[src/rtl/keypad_pkg.sv]
package keypad_pkg;

    // matrix geometry. rows and columns are active low on the pins.
    localparam int NUM_ROWS   = 4;
    localparam int NUM_COLS   = 4;
    localparam int ROW_IDX_W  = $clog2(NUM_ROWS);
    localparam int COL_IDX_W  = $clog2(NUM_COLS);
    localparam int COORD_W    = NUM_ROWS + NUM_COLS;  // {row, col}, both one-cold.
    localparam int KEY_CODE_W = 4;

    // an all-ones pattern means no row was pulled low in the frame.
    localparam logic [COORD_W-1:0] NO_KEY = '1;

    localparam int DEFAULT_COL_DWELL       = 16;
    localparam int DEFAULT_DEBOUNCE_FRAMES = 4;

    localparam int FIFO_DEPTH = 8;
    localparam int FIFO_CNT_W = 4;
    localparam int FIFO_PTR_W = $clog2(FIFO_DEPTH);

    // register map, byte addresses of 32-bit words.
    localparam int APB_ADDR_W = 4;
    localparam logic [APB_ADDR_W-1:0] ADDR_CTRL   = 4'h0;
    localparam logic [APB_ADDR_W-1:0] ADDR_STATUS = 4'h4;
    localparam logic [APB_ADDR_W-1:0] ADDR_DATA   = 4'h8;

endpackage

[src/rtl/key_fifo.sv]
`timescale 1ns/1ps

module key_fifo import keypad_pkg::*; (
    input  logic                  clk,
    input  logic                  rst_n,
    input  logic                  wr_en,
    input  logic [KEY_CODE_W-1:0] wr_data,
    input  logic                  rd_en,
    output logic [KEY_CODE_W-1:0] rd_data,
    output logic                  empty,
    output logic [FIFO_CNT_W-1:0] count,
    output logic                  overflow_pulse
);

    logic [KEY_CODE_W-1:0] mem [FIFO_DEPTH];
    logic [FIFO_PTR_W-1:0] wr_ptr;
    logic [FIFO_PTR_W-1:0] rd_ptr;
    logic                  full;
    logic                  do_wr;
    logic                  do_rd;

    assign empty   = (count == '0);
    assign full    = (count == FIFO_CNT_W'(FIFO_DEPTH));
    assign rd_data = mem[rd_ptr];
    assign do_rd   = rd_en && !empty;
    assign do_wr   = wr_en && (!full || do_rd);  // a pop in the same cycle frees a slot.

    always_ff @(posedge clk) begin
        if (!rst_n) begin
            wr_ptr         <= '0;
            rd_ptr         <= '0;
            count          <= '0;
            overflow_pulse <= 1'b0;
        end else begin
            overflow_pulse <= wr_en && !do_wr;
            if (do_wr) wr_ptr <= wr_ptr + 1'b1;
            if (do_rd) rd_ptr <= rd_ptr + 1'b1;
            case ({do_wr, do_rd})
                2'b10:   count <= count + 1'b1;
                2'b01:   count <= count - 1'b1;
                default: count <= count;
            endcase
        end
    end

    always_ff @(posedge clk) begin
        if (do_wr) mem[wr_ptr] <= wr_data;
    end

    // the register block only pops when it has seen a non-empty status.
    a_no_pop_empty: assert property (@(posedge clk) disable iff (!rst_n)
        rd_en |-> !empty)
        else $error("FIFO popped while empty");

endmodule

[src/rtl/keypad_apb_regs.sv]
`timescale 1ns/1ps

module keypad_apb_regs import keypad_pkg::*; (
    input  logic                  clk,
    input  logic                  rst_n,
    input  logic [APB_ADDR_W-1:0] paddr,
    input  logic                  psel,
    input  logic                  penable,
    input  logic                  pwrite,
    input  logic [31:0]           pwdata,
    output logic [31:0]           prdata,
    output logic                  pready,
    output logic                  pslverr,
    input  logic [KEY_CODE_W-1:0] fifo_data,
    input  logic                  fifo_empty,
    input  logic [FIFO_CNT_W-1:0] fifo_count,
    input  logic                  overflow_pulse,
    input  logic                  ghost_pulse,
    output logic                  fifo_rd_en,
    output logic                  scan_en,
    output logic                  irq
);

    logic access;
    logic wr_access;
    logic addr_ok;
    logic irq_en;
    logic ovf_flag;
    logic ghost_flag;

    assign access     = psel && penable;
    assign wr_access  = access && pwrite;
    assign addr_ok    = (paddr == ADDR_CTRL) || (paddr == ADDR_STATUS) || (paddr == ADDR_DATA);
    assign pready     = 1'b1;  // every access completes in its first access cycle.
    assign pslverr    = access && !addr_ok;
    assign fifo_rd_en = access && !pwrite && (paddr == ADDR_DATA) && !fifo_empty;
    assign irq        = irq_en && !fifo_empty;

    always_comb begin
        prdata = '0;
        case (paddr)
            ADDR_CTRL:   prdata = {30'd0, irq_en, scan_en};
            ADDR_STATUS: prdata = {24'd0, fifo_count, 1'b0, ghost_flag, ovf_flag, !fifo_empty};
            ADDR_DATA:   prdata = fifo_empty ? '0 : {23'd0, 1'b1, 4'd0, fifo_data};
            default:     prdata = '0;
        endcase
    end

    always_ff @(posedge clk) begin
        if (!rst_n) begin
            scan_en    <= 1'b0;
            irq_en     <= 1'b0;
            ovf_flag   <= 1'b0;
            ghost_flag <= 1'b0;
        end else begin
            if (wr_access && paddr == ADDR_CTRL) begin
                scan_en <= pwdata[0];
                irq_en  <= pwdata[1];
            end
            // a new event wins over a clear in the same cycle.
            if (overflow_pulse) begin
                ovf_flag <= 1'b1;
            end else if (wr_access && paddr == ADDR_STATUS && pwdata[1]) begin
                ovf_flag <= 1'b0;
            end
            if (ghost_pulse) begin
                ghost_flag <= 1'b1;
            end else if (wr_access && paddr == ADDR_STATUS && pwdata[2]) begin
                ghost_flag <= 1'b0;
            end
        end
    end

    a_penable_needs_psel: assert property (@(posedge clk) disable iff (!rst_n)
        penable |-> psel)
        else $error("APB penable seen without psel");

endmodule

[src/rtl/keypad_debouncer.sv]
`timescale 1ns/1ps

module keypad_debouncer import keypad_pkg::*; #(
    parameter int DEBOUNCE_FRAMES = DEFAULT_DEBOUNCE_FRAMES
) (
    input  logic               clk,
    input  logic               rst_n,
    input  logic               frame_valid,
    input  logic [COORD_W-1:0] frame_coord,
    input  logic               frame_multi,
    output logic               press_valid,
    output logic [COORD_W-1:0] press_coord,
    output logic               press_multi
);

    localparam int RUN_W = $clog2(DEBOUNCE_FRAMES + 1);

    logic [COORD_W-1:0] cand_coord;
    logic               cand_multi;
    logic [RUN_W-1:0]   run_cnt;
    logic [COORD_W-1:0] stable_coord;
    logic               stable_multi;
    logic               same;
    logic               accept;
    logic               is_new;

    assign same   = ({frame_multi, frame_coord} == {cand_multi, cand_coord});
    assign is_new = ({frame_multi, frame_coord} != {stable_multi, stable_coord});

    // accept on the frame that completes the run, not on later ones.
    assign accept = frame_valid &&
                    (same ? (run_cnt == RUN_W'(DEBOUNCE_FRAMES - 1)) : (DEBOUNCE_FRAMES == 1));

    always_ff @(posedge clk) begin
        if (!rst_n) begin
            cand_coord   <= NO_KEY;
            cand_multi   <= 1'b0;
            run_cnt      <= '0;
            stable_coord <= NO_KEY;
            stable_multi <= 1'b0;
            press_valid  <= 1'b0;
        end else begin
            press_valid <= accept && is_new && (frame_coord != NO_KEY);
            if (frame_valid) begin
                cand_coord <= frame_coord;
                cand_multi <= frame_multi;
                if (!same) begin
                    run_cnt <= RUN_W'(1);
                end else if (run_cnt != RUN_W'(DEBOUNCE_FRAMES)) begin
                    run_cnt <= run_cnt + 1'b1;  // saturates once stable.
                end
            end
            if (accept) begin
                stable_coord <= frame_coord;  // a stable empty frame rearms the same key.
                stable_multi <= frame_multi;
            end
        end
    end

    always_ff @(posedge clk) begin
        if (accept) begin
            press_coord <= frame_coord;
            press_multi <= frame_multi;
        end
    end

endmodule

[src/rtl/keypad_decoder.sv]
`timescale 1ns/1ps

module keypad_decoder import keypad_pkg::*; (
    input  logic                  clk,
    input  logic                  rst_n,
    input  logic                  press_valid,
    input  logic [COORD_W-1:0]    press_coord,
    input  logic                  press_multi,
    output logic                  key_valid,
    output logic [KEY_CODE_W-1:0] key_code,
    output logic                  ghost_pulse
);

    logic [NUM_ROWS-1:0] rows;
    logic [NUM_COLS-1:0] cols;
    logic                ghost;

    // returns the position of the first zero bit.
    function automatic logic [COL_IDX_W-1:0] cold_index(input logic [NUM_COLS-1:0] v);
        logic [COL_IDX_W-1:0] idx;
        idx = '0;
        for (int i = NUM_COLS - 1; i >= 0; i--) begin
            if (!v[i]) idx = COL_IDX_W'(i);
        end
        return idx;
    endfunction

    assign rows  = press_coord[COORD_W-1:NUM_COLS];
    assign cols  = press_coord[NUM_COLS-1:0];
    assign ghost = press_multi || !$onehot(~rows) || !$onehot(~cols);

    always_ff @(posedge clk) begin
        if (!rst_n) begin
            key_valid   <= 1'b0;
            ghost_pulse <= 1'b0;
        end else begin
            key_valid   <= press_valid && !ghost;
            ghost_pulse <= press_valid && ghost;
        end
    end

    always_ff @(posedge clk) begin
        if (press_valid) begin
            // row index times four plus column index.
            key_code <= {ROW_IDX_W'(cold_index(rows)), cold_index(cols)};
        end
    end

    // the debouncer only hands over patterns with at least one low row.
    a_press_has_key: assert property (@(posedge clk) disable iff (!rst_n)
        press_valid |-> (rows != '1))
        else $error("decoder got a press without any low row");

endmodule

[src/rtl/keypad_scanner.sv]
`timescale 1ns/1ps

module keypad_scanner import keypad_pkg::*; #(
    parameter int COL_DWELL = DEFAULT_COL_DWELL
) (
    input  logic                clk,
    input  logic                rst_n,
    input  logic                scan_en,
    input  logic [NUM_ROWS-1:0] row_in,
    output logic [NUM_COLS-1:0] col_out,
    output logic                frame_valid,
    output logic [COORD_W-1:0]  frame_coord,
    output logic                frame_multi
);

    localparam int DWELL_W = $clog2(COL_DWELL + 1);

    logic                 scan_active;
    logic [COL_IDX_W-1:0] col_idx;
    logic [DWELL_W-1:0]   dwell_cnt;
    logic                 hit_found;
    logic                 hit_multi;
    logic [COORD_W-1:0]   hit_coord;
    logic                 sample_now;
    logic                 row_hit;
    logic                 last_col;
    logic [COORD_W-1:0]   coord_next;
    logic                 multi_next;

    assign col_out    = scan_active ? ~(NUM_COLS'(1) << col_idx) : '1;
    assign sample_now = scan_active && (dwell_cnt == DWELL_W'(COL_DWELL - 1));
    assign row_hit    = (row_in != '1);
    assign last_col   = (col_idx == COL_IDX_W'(NUM_COLS - 1));

    // the first column with a low row wins, any later one marks the frame as multi.
    assign coord_next = hit_found ? hit_coord : (row_hit ? {row_in, col_out} : NO_KEY);
    assign multi_next = hit_multi || (hit_found && row_hit);

    always_ff @(posedge clk) begin
        if (!rst_n) begin
            scan_active <= 1'b0;
            col_idx     <= '0;
            dwell_cnt   <= '0;
            hit_found   <= 1'b0;
            hit_multi   <= 1'b0;
            frame_valid <= 1'b0;
        end else begin
            frame_valid <= 1'b0;
            if (!scan_en) begin
                scan_active <= 1'b0;  // park on column 0 with all columns high.
                col_idx     <= '0;
                dwell_cnt   <= '0;
                hit_found   <= 1'b0;
                hit_multi   <= 1'b0;
            end else begin
                scan_active <= 1'b1;
                if (sample_now) begin
                    dwell_cnt <= '0;
                    col_idx   <= col_idx + 1'b1;  // wraps back to column 0.
                    if (last_col) begin
                        frame_valid <= 1'b1;
                        hit_found   <= 1'b0;
                        hit_multi   <= 1'b0;
                    end else begin
                        hit_found <= hit_found || row_hit;
                        hit_multi <= multi_next;
                    end
                end else if (scan_active) begin
                    dwell_cnt <= dwell_cnt + 1'b1;
                end
            end
        end
    end

    always_ff @(posedge clk) begin
        if (sample_now) begin
            hit_coord <= coord_next;
            if (last_col) begin
                frame_coord <= coord_next;
                frame_multi <= multi_next;
            end
        end
    end

    // one column is low and stays put until its rows have been sampled.
    a_one_col_low: assert property (@(posedge clk) disable iff (!rst_n)
        scan_en && scan_active && !sample_now |=> $onehot(~col_out) && $stable(col_out))
        else $error("scanner moved or doubled the low column inside a dwell");

endmodule

[src/rtl/keypad_top.sv]
`timescale 1ns/1ps

module keypad_top import keypad_pkg::*; #(
    parameter int COL_DWELL       = DEFAULT_COL_DWELL,
    parameter int DEBOUNCE_FRAMES = DEFAULT_DEBOUNCE_FRAMES
) (
    input  logic                  clk,
    input  logic                  rst_n,
    input  logic [APB_ADDR_W-1:0] paddr,
    input  logic                  psel,
    input  logic                  penable,
    input  logic                  pwrite,
    input  logic [31:0]           pwdata,
    output logic [31:0]           prdata,
    output logic                  pready,
    output logic                  pslverr,
    output logic [NUM_COLS-1:0]   col_out,
    input  logic [NUM_ROWS-1:0]   row_in,
    output logic                  irq
);

    logic                  scan_en;
    logic                  frame_valid;
    logic [COORD_W-1:0]    frame_coord;
    logic                  frame_multi;
    logic                  press_valid;
    logic [COORD_W-1:0]    press_coord;
    logic                  press_multi;
    logic                  key_valid;
    logic [KEY_CODE_W-1:0] key_code;
    logic                  ghost_pulse;
    logic [KEY_CODE_W-1:0] fifo_data;
    logic                  fifo_empty;
    logic [FIFO_CNT_W-1:0] fifo_count;
    logic                  overflow_pulse;
    logic                  fifo_rd_en;

    keypad_scanner #(.COL_DWELL(COL_DWELL)) u_scanner (
        .clk, .rst_n, .scan_en, .row_in, .col_out,
        .frame_valid, .frame_coord, .frame_multi
    );

    keypad_debouncer #(.DEBOUNCE_FRAMES(DEBOUNCE_FRAMES)) u_debouncer (
        .clk, .rst_n, .frame_valid, .frame_coord, .frame_multi,
        .press_valid, .press_coord, .press_multi
    );

    keypad_decoder u_decoder (
        .clk, .rst_n, .press_valid, .press_coord, .press_multi,
        .key_valid, .key_code, .ghost_pulse
    );

    key_fifo u_fifo (
        .clk, .rst_n, .wr_en(key_valid), .wr_data(key_code), .rd_en(fifo_rd_en),
        .rd_data(fifo_data), .empty(fifo_empty), .count(fifo_count), .overflow_pulse
    );

    keypad_apb_regs u_regs (
        .clk, .rst_n, .paddr, .psel, .penable, .pwrite, .pwdata, .prdata, .pready, .pslverr,
        .fifo_data, .fifo_empty, .fifo_count, .overflow_pulse, .ghost_pulse,
        .fifo_rd_en, .scan_en, .irq
    );

endmodule

[config.mk]
export PLATFORM = sky130hd
export DESIGN_NAME = keypad_top
export DESIGN_NICKNAME = d
export VERILOG_FILES = /design/src/rtl/keypad_pkg.sv /design/src/rtl/key_fifo.sv /design/src/rtl/keypad_apb_regs.sv /design/src/rtl/keypad_debouncer.sv /design/src/rtl/keypad_decoder.sv /design/src/rtl/keypad_scanner.sv /design/src/rtl/keypad_top.sv
export SDC_FILE = /design/constraint.sdc
export NUM_CORES = 1
export LEC_CHECK = 0
export BUFFER_PORTS_ARGS = -buffer_cell sky130_fd_sc_hd__buf_2
export CORE_MARGIN = 2
export CORE_UTILIZATION = 45
export CTS_CLUSTER_DIAMETER = 200
export DETAILED_ROUTE_END_ITERATION = 10
export PLACE_DENSITY = 0.71
export SETUP_SLACK_MARGIN = 0.2
export SYNTH_ARGS = -nofsm -noshare
export SYNTH_HDL_FRONTEND = slang
export SYNTH_SLANG_ARGS = --single-unit
[constraint.sdc]
create_clock -name clk -period 3.1 [get_ports clk]
set_input_delay 0.465 -clock clk [delete_from_list [all_inputs] [get_ports clk]]
set_output_delay 0.465 -clock clk [all_outputs]
set_load 0.02 [all_outputs]
Word level (Yosys, flattened, before mapping)
Memories as Yosys holds them, arrays and structs flattened. A register that Yosys moved wholly into a read port is not among the register bits.
Index checks and enable logic that the tools add are counted.
{"block": "totals", "reg_bits": 80, "output_inout_bits": 39, "ramBits": 32, "input_bits": 45, "n_memories": 1, "wordCells": 142}
{"block": "classes", "n_shift": 1, "n_mux": 27, "bitwise": 5, "eq_ne": 16, "addsub": 13, "n_reduce_logical": 48}
{"name": "u_fifo.mem", "depth": 8, "word_bits": 4, "rd": 1, "rd_clocked_by_memory_dff": 1, "write_ports": 1, "line_no": "key_fifo.sv:15", "rtl": "logic [KEY_CODE_W-1:0] mem [FIFO_DEPTH];"}
{"cell": "32-bit one-hot mux with 3 select lines", "count": 1}
{"cell": "1-bit logical AND", "count": 21}
{"cell": "8-bit two-way mux", "count": 2}
{"cell": "1-bit two-way mux", "count": 13}
{"cell": "3-bit two-way mux", "count": 4}
{"cell": "4-bit inverter", "count": 3}
{"cell": "2-bit AND reduction", "count": 5}
{"cell": "3-bit by 1-bit adder with 3-bit output (second input constant)", "count": 3}
{"cell": "9-bit == test", "count": 1}
{"cell": "9-bit two-way mux", "count": 1}
{"cell": "9-bit != test", "count": 1}
{"cell": "1-bit by 1-bit adder with 2-bit output", "count": 4}
{"cell": "4-bit == test (second input constant)", "count": 2}
{"cell": "1-bit logical NOT", "count": 8}
{"cell": "4-bit logical NOT", "count": 2}
{"cell": "2-bit two-way mux", "count": 4}
{"cell": "8-bit != test (second input constant)", "count": 1}
{"cell": "4-bit one-hot mux with 2 select lines", "count": 1}
{"cell": "1-bit logical OR", "count": 7}
{"cell": "3-bit adder", "count": 2}
{"cell": "3-bit by 1-bit == test with 1-bit output (second input constant)", "count": 2}
{"cell": "2-bit nonzero test", "count": 3}
{"cell": "5-bit by 1-bit adder with 5-bit output (second input constant)", "count": 1}
{"cell": "5-bit by 4-bit == test with 1-bit output (second input constant)", "count": 1}
{"cell": "other kinds (15)", "count": 17}

Depth between registers and ports, before layout
Gate-level depths: netlist (run 1).
{"block": "depth", "depth_word": 9, "depth_mapped": 11, "mapped_depth_nobuf": 10}

Hierarchy
From an unflattened synthesis (run 1), not the netlist that was laid out.
{"block": "hier_totals", "hier_cells": 448, "area_unflattened_um2": 5353.9}
{"module": "key_fifo", "cells_each": 134, "area_each_um2": 1980.6, "seq_area_each_um2": 1241.2, "instances": 1}
{"module": "keypad_debouncer", "cells_each": 122, "area_each_um2": 1347.5, "seq_area_each_um2": 710.7, "instances": 1}
{"module": "keypad_scanner", "cells_each": 92, "area_each_um2": 1144.8, "seq_area_each_um2": 730.7, "instances": 1}
{"module": "keypad_apb_regs", "cells_each": 69, "area_each_um2": 504.2, "seq_area_each_um2": 80.1, "instances": 1}
{"module": "keypad_decoder", "cells_each": 31, "area_each_um2": 376.6, "seq_area_each_um2": 160.2, "instances": 1}

Least setup slack after synthesis (run 1)
Ideal clock, no wire load.
{"block": "synth_path", "path_type": "input port to flip-flop", "startpoint": "in paddr[2]", "endpoint": "reg u_fifo.count[2]", "arrival_time_ns": 2.652, "setup_slack_ns": 0.372, "setup_ns": 0.076, "path_stages": 10, "required_time_ns": 3.024, "path_buffers": 0, "cell_sequence": "or4b_4 o311ai_4 nand2_2 ha_1 xor2_1 ha_1 a21oi_1 xor2_1 or3_1 a21boi_0"}
{"block": "synth_between", "elab_chain_cells": 8, "word_cells_on_any_way": 10, "cone_classes": "eq/ne (3); mux (1); reduce/logical (6)"}
{"item": "from (decl)", "line_no": "keypad_top.sv:9", "rtl": "input logic [APB_ADDR_W-1:0] paddr,"}
{"item": "4-bit == test (*)", "line_no": "keypad_apb_regs.sv:36", "rtl": "assign fifo_rd_en = access && !pwrite && (paddr == ADDR_DATA) && !fifo_empty;"}
{"item": "1-bit logical AND (*) (2 in series)", "line_no": "keypad_apb_regs.sv:36"}
{"item": "1-bit logical AND (*)", "line_no": "key_fifo.sv:25", "rtl": "assign do_rd = rd_en && !empty;"}
{"item": "1-bit logical OR", "line_no": "key_fifo.sv:26", "rtl": "assign do_wr = wr_en && (!full || do_rd);"}
{"item": "1-bit logical AND", "line_no": "key_fifo.sv:26"}
{"item": "2-bit by 1-bit == test with 1-bit output or 2-bit == test (tied branches)", "line_no": "key_fifo.sv:38", "rtl": "case ({do_wr, do_rd})"}
{"item": "4-bit one-hot mux with 2 select lines or 2-bit nonzero test (tied branches)"}
{"item": "to (signal assigned)", "line_no": "key_fifo.sv:39", "rtl": "2'b10: count <= count + 1'b1;"}
{"item": "to (signal assigned)", "line_no": "key_fifo.sv:40", "rtl": "2'b01: count <= count - 1'b1;"}
{"item": "to (signal assigned)", "line_no": "key_fifo.sv:41", "rtl": "default: count <= count;"}
{"item": "to (decl)", "line_no": "key_fifo.sv:11", "rtl": "output logic [FIFO_CNT_W-1:0] count,"}
Every way passes the cells marked *; elsewhere a longest branch is shown, timed or not.
A chain may end at the register's enable or synchronous reset.

Worst setup path in the final report (run 1)
Ends and elaborated chain as after synthesis.

==> flow_summary.json, run 1 <==
{
  "num-nets-final": 556,
  "pwr-share-comb": 0.018,
  "numPortBuffers": 30,
  "wl_per_cell_um": 13.55,
  "insertion_delay_ps": 410,
  "fillers": 963,
  "p_int_uw": 2876,
  "drive_above_1_share": 0.1794,
  "slew_viol_final": 0,
  "timing.final.crit_period_ps": 2599,
  "grt_usage": 0.1460,
  "timing.slew.headroom": 0.3810,
  "die_h_um": 112.7,
  "fmax_ghz": 0.3847,
  "die_area_um2": 12710,
  "multi_input_area_um2": 2150,
  "syn_area_per_cell_um2": 11.96,
  "instances_no_fill": 639,
  "worstSetupStartpointType": "input port",
  "yosysTopAreaCell": "edfxtp_1",
  "status": "complete, no violations",
  "power.density_nw_per_um2": 589.0,
  "setup_tns_ps": 0,
  "mostFrequentLayoutCell": "edfxtp_1",
  "setup_viol": 0,
  "reg2reg_from": "u_fifo.count[0]$_SDFFE_PN0P_",
  "grt_first_pass_wirelength_um": 14490,
  "syn-cell-area_um2": 5320,
  "fp-row-count": 39,
  "synth_edf_count": 62,
  "cts_hold_buffers": 0,
  "p_sw_frac": 0.2068,
  "seq_area_frac_synth": 0.5494,
  "via_per_inst": 4.939,
  "synth_ff_type": "edfxtp_1",
  "dp_hpwl_um": 6127,
  "gp_congestion": 0.7868,
  "cp.required_ps": 3440,
  "final_cell_mix": "edfxtp_1, dfxtp_1, nand2_1",
  "initial_core_util": 0.4639,
  "path_class": "in -> reg",
  "drt_iter0_drc": 109,
  "power.switching_uw": 749.9,
  "critPathLaunch": "paddr[2]",
  "postSynthCellCount": 445,
  "routed_wl_um": 8661,
  "min_from": "pwdata[0]",
  "cts_buffer_depth": 2,
  "critPathArrivalTime_ps": 2940,
  "r2r_slack_ps": 680,
  "totalPowerFinal_uw": 3626,
  "power.static_leakage_uw": 0.002323,
  "r2r_end": "u_fifo.count[2]$_SDFFE_PN0P_",
  "antenna_found_initial": 0,
  "coreArea_um2": 11470,
  "grt.overflow.total": 0,
  "clockPowerShare": 0.543,
  "pwr-share-seq": 0.439,
  "cp_max_fo": 7,
  "cts_setup_buffers": 0,
  "h-tree-depth": 4,
  "reg2regPathDepth": 10,
  "cp-end-kind": "flip-flop",
  "dp.cells": 607,
  "cts_sinks": 115,
  "critPathCapture": "u_fifo.count[2]$_SDFFE_PN0P_",
  "utilization": 0.5369,
  "io_pins": 84,
  "maxCapViolations": 0,
  "holdCritPathClass": "in -> reg",
  "tightest_slew_ps": 915.6,
  "dr.pass1.iters": 4,
  "final.setup_skew_ps": 7.800,
  "peakVddDrop_mv": 0.5421,
  "cts_tree": "done",
  "grt_pass1_vias": 3089,
  "ys_seq_elements": 115,
  "cts-root-buf": "clkbuf_16",
  "ant_nets": 0,
  "area_delta_synth_final_pct": 15.73,
  "fin_crit_sh": 0.8385,
  "die-width_um": 112.7,
  "cts_resized": 0,
  "synthArstFlopShare": 0,
  "numCtsBuffers": 17,
  "ys_warn_count": 0,
  "drc": 0,
  "yosysUniqueCellTypes": 46,
  "ys_top_cells_by_area": "edfxtp_1, dfxtp_1, ha_1",
  "antenna_cells": 0,
  "clk_pin_slew_ps": 50,
  "regArea_um2": 2923,
  "grt_max_degree": 24,
  "hold_viol_final": 0,
  "synthDominantCellAreaShare": 0.3500,
  "vias": 3156,
  "rsz0062_at_grt": "no"
}
[worst min path at each step]
| stage | endpoint | slack, ps | depth (start not counted) |
|---|---|---|---|
| 6_report | u_regs.scan_en$_SDFFE_PN0P_ | 330 | 3 |
| 5_1_grt | u_regs.scan_en$_SDFFE_PN0P_ | 330 | 3 |
| 4_1_cts | u_regs.scan_en$_SDFFE_PN0P_ | 320 | 3 |
| 3_5_place_dp | u_regs.ovf_flag$_SDFFE_PN0P_ | 450 | 2 |
| 3_3_place_gp | u_regs.ovf_flag$_SDFFE_PN0P_ | 450 | 2 |
| 2_1_floorplan | u_regs.ghost_flag$_SDFFE_PN0P_ | 430 | 2 |
[layout make-up]
type | count | area share
repair buffers | 37 | 0.03292
inverters | 25 | 0.01524
multi-input cells | 287 | 0.3491
flip-flops and latches | 115 | 0.4747
well taps | 143 | 0.02906
clock buffers | 17 | 0.06909
clock inverters | 15 | 0.02987
[registers in the layout, summed over array words and instances (netlist names), 4 cells and up, named ones only]
signal / count
u_scanner.frame_coord: 8
u_fifo.count: 4
u_debouncer.press_coord: 8
u_debouncer.stable_coord: 8
u_fifo.mem: 32
u_scanner.dwell_cnt: 5
u_debouncer.cand_coord: 8
u_decoder.key_code: 4
u_scanner.hit_coord: 8
[cells in the mapped netlist, drive strengths merged (3+ instances only)]
master  number
edfxtp      62
dfxtp       53
nand2       41
buf         28
mux2i       28
ha          26
inv         25
xnor2       21
nor2        19
a21oi       12
clkbuf      12
nor2b       12
nor3        11
and2         9
nand3        9
mux4         8
nand4        7
o21a         7
o21ai        7
xor2         7
nor4         5
mux2         4
a21boi       3
and3         3
o22ai        3
or3          3
[logic make-up (layout without fill, tap and decap cells)]
kind of cell | after synthesis | after routing | synth area share
flops | 115 | 115 | 0.5494
other cells | 2 | 24 | 0.001412
simple gates | 131 | 131 | 0.1308
fa+ha+maj | 28 | 28 | 0.06867
compound gates | 36 | 36 | 0.04539
mux | 40 | 40 | 0.09501
buf+inv | 65 | 94 | 0.06326
xor+xnor | 28 | 28 | 0.04610
[per-layer routing]
layer	track usage	routed length, um
met1	0.1718	3819
met2	0.2455	4414
met3	0.04017	280
met4	0.07480	147
met5	0	0
[power by group through the flow]
stage | combinational [uW] | sequential, uW | clock (uW)
detailed placement | 64.3 | 1620 | 0
CTS | 64.7 | 1590 | 2000
global placement | 63.3 | 1620 | 0
finish | 65.3 | 1590 | 1970
floorplan | 67.7 | 1620 | 0
global route | 70.6 | 1590 | 2080
[stage by stage]
| step | setup WS [ps] | hold WS (ps) | cell area, um^2 |
|---|---|---|---|
| 6_report | 500.8 | 327.7 | 6157 |
| 5_1_grt | 328.6 | 328.7 | 6157 |
| 4_1_cts | 481.3 | 317.5 | 6157 |
| 3_5_place_dp | 84.68 | 446.7 | 5548 |
| 3_3_place_gp | 170.4 | 446.7 | 5548 |
| 2_1_floorplan | 372.2 | 434.4 | 5403 |
[worst max-delay path, stage by stage]
cell	delay, ps
buf_2	140
or4b_4	590
o311ai_4	320
nand2_2	90
ha_1	250
xor2_1	160
ha_1	180
a21oi_1	170
xor2_1	110
or3_1	300
a21boi_0	150
No activity file was read; power rests on OpenSTA's default activity.
==> run 2: changes to the inputs <==
==> constraint.sdc (replaced) <==
create_clock -name clk -period 2.65 [get_ports clk]
set_input_delay 0.3975 -clock clk [delete_from_list [all_inputs] [get_ports clk]]
set_output_delay 0.3975 -clock clk [all_outputs]
set_load 0.02 [all_outputs]
==> run 2 against run 1 <==
Wire length increased by 4.2%. Count of clock-buffer cells in the layout did not move. Cell area up 1.4%. Final cell count increased by 1.7%. Worst setup slack got worse by 170 ps. Combinational power rose by 25%. Die area unchanged. Register-to-register slack got worse by 350 ps. Non-clock buffer count grew 11. Flip-flop and latch count stayed put. Critical path type is now reg -> reg. Largest power group unchanged. Highest routed layer unchanged.
==> flow_summary.json, run 2 (synthesized netlist as in run 1, its figures left out) <==
{
  "status": "complete, no violations",
  "cts_sinks": 115,
  "tightest_slew_ps": 521.6,
  "cts_buffer_depth": 2,
  "grt_first_pass_wirelength_um": 15120,
  "largest_register_ffs": 32,
  "maxCapViolations": 0,
  "slowest_delay_ps": 500,
  "holdCritPathClass": "in -> reg",
  "grt.overflow.total": 0,
  "regArea_um2": 2927,
  "hold_viol_final": 0,
  "ant_nets": 0,
  "fp-row-count": 39,
  "drive_above_1_share": 0.2091,
  "die_h_um": 112.7,
  "cts_tree": "done",
  "peakVddDrop_mv": 0.5889,
  "antenna_found_initial": 0,
  "power.density_nw_per_um2": 666.0,
  "cp.required_ps": 2960,
  "initial_core_util": 0.4639,
  "totalPowerFinal_uw": 4158,
  "cpMostUsedCell": "o21a_1",
  "wl_per_cell_um": 13.89,
  "r2r_end": "u_fifo.count[3]$_SDFFE_PN0P_",
  "p_int_uw": 3273,
  "cp_max_fo": 9,
  "fmax_ghz": 0.4309,
  "grt_max_degree": 23,
  "critPathArrivalTime_ps": 2630,
  "antenna_cells": 0,
  "timing.slew.headroom": 0.6518,
  "dp.cells": 618,
  "die-width_um": 112.7,
  "r2r_slack_ps": 330,
  "largest-register": "u_fifo.mem",
  "cp_cell_sequence": "nor4_1, buf_4, nor4_4, ha_4, buf_4, nor4bb_1, a21oi_1, o21a_1, o21a_1, o21a_1",
  "utilization": 0.5445,
  "timing.final.crit_period_ps": 2321,
  "slowest_stage": "dfxtp_1",
  "numPortBuffers": 30,
  "final_cell_mix": "edfxtp_1, dfxtp_1, nand2_1",
  "fin_area_um2": 6243,
  "fin_crit_sh": 0.8757,
  "h-tree-depth": 4,
  "clockPowerShare": 0.533,
  "worstSetupStartpointType": "flip-flop",
  "cts-root-buf": "clkbuf_16",
  "reg2regPathDepth": 10,
  "dp_hpwl_um": 6388,
  "numCtsBuffers": 17,
  "critPathCapture": "u_fifo.count[3]$_SDFFE_PN0P_",
  "area_delta_synth_final_pct": 17.36,
  "mostFrequentLayoutCell": "edfxtp_1",
  "multi_input_area_um2": 2176,
  "via_per_inst": 5.011,
  "pwr-share-comb": 0.020,
  "dpl-instance-area_um2": 5652,
  "slew_viol_final": 0,
  "grt_usage": 0.1529,
  "p_sw_frac": 0.2129,
  "cp-end-kind": "flip-flop",
  "io_pins": 84,
  "setup_tns_ps": 0,
  "insertion_delay_ps": 410,
  "routed_wl_um": 9027,
  "fillers": 950,
  "path_class": "reg -> reg",
  "grt_pass1_vias": 3208,
  "cts_setup_buffers": 0,
  "dr.pass1.iters": 4,
  "setup_viol": 0,
  "power.static_leakage_uw": 0.002365,
  "rsz0062_at_grt": "no",
  "num-nets-final": 567,
  "drc": 0,
  "power.switching_uw": 885.3,
  "die_area_um2": 12710,
  "instances_no_fill": 650,
  "gp_congestion": 0.7907,
  "coreArea_um2": 11470,
  "vias": 3257,
  "clk_pin_slew_ps": 60,
  "drt_iter0_drc": 145,
  "critPathLaunch": "u_fifo.count[1]$_SDFFE_PN0P_",
  "pwr-share-seq": 0.448,
  "final.setup_skew_ps": 7.356,
  "reg2reg_from": "u_fifo.count[1]$_SDFFE_PN0P_"
}
[run 2: area by class of cell]
type | count | area share
tap | 143 | 0.02866
sequential | 115 | 0.4687
clock buffer | 17 | 0.06814
clock inverter | 15 | 0.02525
inverter | 25 | 0.01503
timing repair buffer | 48 | 0.04569
multi-input combinational | 287 | 0.3485
[run 2: layer usage]
metal	global-route usage	vias to the layer above	part of all wire
li1	-	1607	-
met1	0.1771	1556	0.42
met2	0.2611	76	0.52
met3	0.05945	18	0.041
met4	0.05041	0	0.019
met5	0	-	0
[run 2: worst min-delay path by stage]
stage	end	from	cells past startpoint
floorplan	u_regs.ghost_flag$_SDFFE_PN0P_	u_decoder.ghost_pulse$_SDFF_PN0_	2
global placement	u_regs.ovf_flag$_SDFFE_PN0P_	u_fifo.overflow_pulse$_SDFF_PN0_	2
detailed placement	u_regs.ovf_flag$_SDFFE_PN0P_	u_fifo.overflow_pulse$_SDFF_PN0_	2
CTS	u_regs.scan_en$_SDFFE_PN0P_	pwdata[0]	3
global route	u_regs.irq_en$_SDFFE_PN0P_	pwdata[1]	3
finish	u_regs.scan_en$_SDFFE_PN0P_	pwdata[0]	3
[run 2: stage by stage]
step                hold slack [ps]  setup WS [ps]
finish                        255.4          329.3
global route                  277.3          217.1
CTS                           252.6          249.4
detailed placement            449.5         -70.94
global placement              448.2         -60.15
floorplan                     434.4          42.03
[run 2: critical path: cells and delay by family (launching register included)]
kind                     cells  cell delay (ps)
AO/OA/AOI/OAI                4              600
adder cells (fa/ha/maj)      1              200
buffers and inverters        2              280
flip-flops                   1              500
AND/OR/NAND/NOR              3              640
[run 2: power groups by stage]
stage          sequential (uW)  clock (uW)  combinational [uW]
2_1_floorplan             1900           0                79.2
3_3_place_gp              1900           0                79.5
3_5_place_dp              1900           0                81.2
4_1_cts                   1860        2250                81.7
5_1_grt                   1860        2340                88.5
6_report                  1860        2220                81.9
[run 2: what timing repair did]
action / CTS / global route
hold buffers: 0 / 0
resized for setup: 1 / 2
endpoints found under the setup margin: 4 / 3
==> run 3: changes to the inputs <==
==> constraint.sdc (replaced) <==
create_clock -name clk -period 2.3 [get_ports clk]
set_input_delay 0.345 -clock clk [delete_from_list [all_inputs] [get_ports clk]]
set_output_delay 0.345 -clock clk [all_outputs]
set_load 0.02 [all_outputs]
==> run 3 against run 2 <==
Non-clock buffer count up 24. Clock skew fell by 0.88 ps. Worst setup slack got worse by 260 ps. Sequential power up 16%. Critical path depth grew 1. Largest power group unchanged. First-iteration DRC count grew 16%. Highest routed layer unchanged.
==> flow_summary.json, run 3 (synthesized netlist as in run 1, its figures left out) <==
{
  "holdCritPathClass": "in -> reg",
  "cts_sinks": 115,
  "dp_hpwl_um": 6587,
  "initial_core_util": 0.4639,
  "cp.required_ps": 2640,
  "largest_register_ffs": 32,
  "grt_pass1_vias": 3495,
  "path_class": "in -> reg",
  "cts_tree": "done",
  "status": "complete, no violations",
  "grt_usage": 0.1572,
  "dp.cells": 626,
  "clk_pin_slew_ps": 50,
  "io_pins": 84,
  "wl_per_cell_um": 14.01,
  "final.setup_skew_ps": 6.472,
  "cp-end-kind": "flip-flop",
  "power.static_leakage_uw": 0.002539,
  "grt_first_pass_wirelength_um": 15610,
  "grt_max_degree": 24,
  "die_h_um": 112.7,
  "fin_crit_sh": 0.9702,
  "cts-root-buf": "clkbuf_16",
  "worstSetupStartpointType": "input port",
  "drive_above_1_share": 0.2693,
  "fillers": 875,
  "p_int_uw": 4070,
  "instances_no_fill": 674,
  "ant_nets": 0,
  "mostFrequentLayoutCell": "edfxtp_1",
  "cts_buffer_depth": 2,
  "coreArea_um2": 11470,
  "numCtsBuffers": 17,
  "hold_viol_final": 0,
  "fp-row-count": 39,
  "via_per_inst": 5.007,
  "pwr-share-seq": 0.430,
  "antenna_found_initial": 0,
  "die_area_um2": 12710,
  "pwr-share-comb": 0.020,
  "fmax_ghz": 0.4481,
  "setup_tns_ps": 0,
  "numPortBuffers": 30,
  "h-tree-depth": 4,
  "setup_viol": 0,
  "power.switching_uw": 930.9,
  "slew_viol_final": 0,
  "p_sw_frac": 0.1862,
  "utilization": 0.5785,
  "num-nets-final": 591,
  "grt.overflow.total": 0,
  "rsz0062_at_grt": "yes",
  "dr.pass1.iters": 4,
  "insertion_delay_ps": 410,
  "drt_iter0_drc": 168,
  "maxCapViolations": 0,
  "vias": 3375,
  "cts_hold_buffers": 0,
  "peakVddDrop_mv": 0.7453,
  "critPathArrivalTime_ps": 2570,
  "totalPowerFinal_uw": 5001,
  "largest-register": "u_fifo.mem",
  "clockPowerShare": 0.551,
  "timing.final.crit_period_ps": 2231,
  "cp_max_fo": 3,
  "power.density_nw_per_um2": 753.8,
  "drc": 0,
  "routed_wl_um": 9446,
  "gp_congestion": 0.8538,
  "area_delta_synth_final_pct": 24.69,
  "final_cell_mix": "edfxtp_1, dfxtp_1, nand2_1",
  "antenna_cells": 0,
  "die-width_um": 112.7
}
-- run 3: cell types whose count changed in the layout (fill, tap and decap cells not counted), sizes merged --
| cell | before | now |
|---|---|---|
| inv | 29 | 25 |
| bufinv | 2 | 5 |
| clkbuf | 17 | 18 |
| clkinvlp | 3 | 1 |
| buf | 48 | 72 |
| clkinv | 6 | 8 |
-- run 3: cell type report --
cell class | instances | area (um^2) | share of cell area
clock buffer | 18 | 429.2 | 0.06469
clock inverter | 14 | 191.4 | 0.02886
tap | 143 | 178.9 | 0.02697
inverter | 25 | 93.84 | 0.01415
timing repair buffer | 72 | 526.8 | 0.07940
sequential | 115 | 2927 | 0.4412
multi-input combinational | 287 | 2287 | 0.3448
-- run 3: worst paths after layout --
path	slack [ps]	to	cells after the start	startpoint
min reg2reg	460	u_regs.ovf_flag$_SDFFE_PN0P_	2	u_fifo.overflow_pulse$_SDFF_PN0_
min	220	u_regs.scan_en$_SDFFE_PN0P_	3	pwdata[0]
max	70	u_fifo.count[2]$_SDFFE_PN0P_	11	paddr[2]
max reg2reg	140	u_fifo.count[2]$_SDFFE_PN0P_	11	u_fifo.count[0]$_SDFFE_PN0P_
-- run 3: per-stage QoR --
step	cell area, um^2	hold slack [ps]	worst slack, ps
finish	6634	215.5	68.56
global route	6634	220.3	-13.79
CTS	6555	207.9	50.18
detailed placement	5741	452.0	-376.0
global placement	5741	446.7	-329.3
floorplan	5453	434.4	-255.5
-- run 3: power by group through the flow --
stage               Sequential [uW]  Combinational, uW  Clock, uW
finish                         2150               99.4       2750
global placement               2190               91.4          0
global route                   2150                107       2900
floorplan                      2190               91.2          0
detailed placement             2190               93.0          0
CTS                            2150               96.6       2800
-- run 3: what timing repair did --
action	in CTS	in global routing
setup buffers	11	5
pin swaps	15	9
endpoints found under the setup margin	12	27
gates resized for setup	23	11
-- run 3: worst max-delay path: stages --
cell and delay, ps:
buf_6 90, or4b_4 570, o311ai_4 280, nand2_2 160, ha_4 200, xor2_1 140, ha_2 190, a21oi_2 30
xor2_1 140, or3_1 300, a21boi_1 110
-- run 3: metal layers --
layer	track usage	part of all wire	vias up
met1	0.1692	0.41	1629
li1	-	-	1660
met3	0.05838	0.046	22
met2	0.2786	0.53	64
met5	0	0	-
met4	0.06423	0.019	0
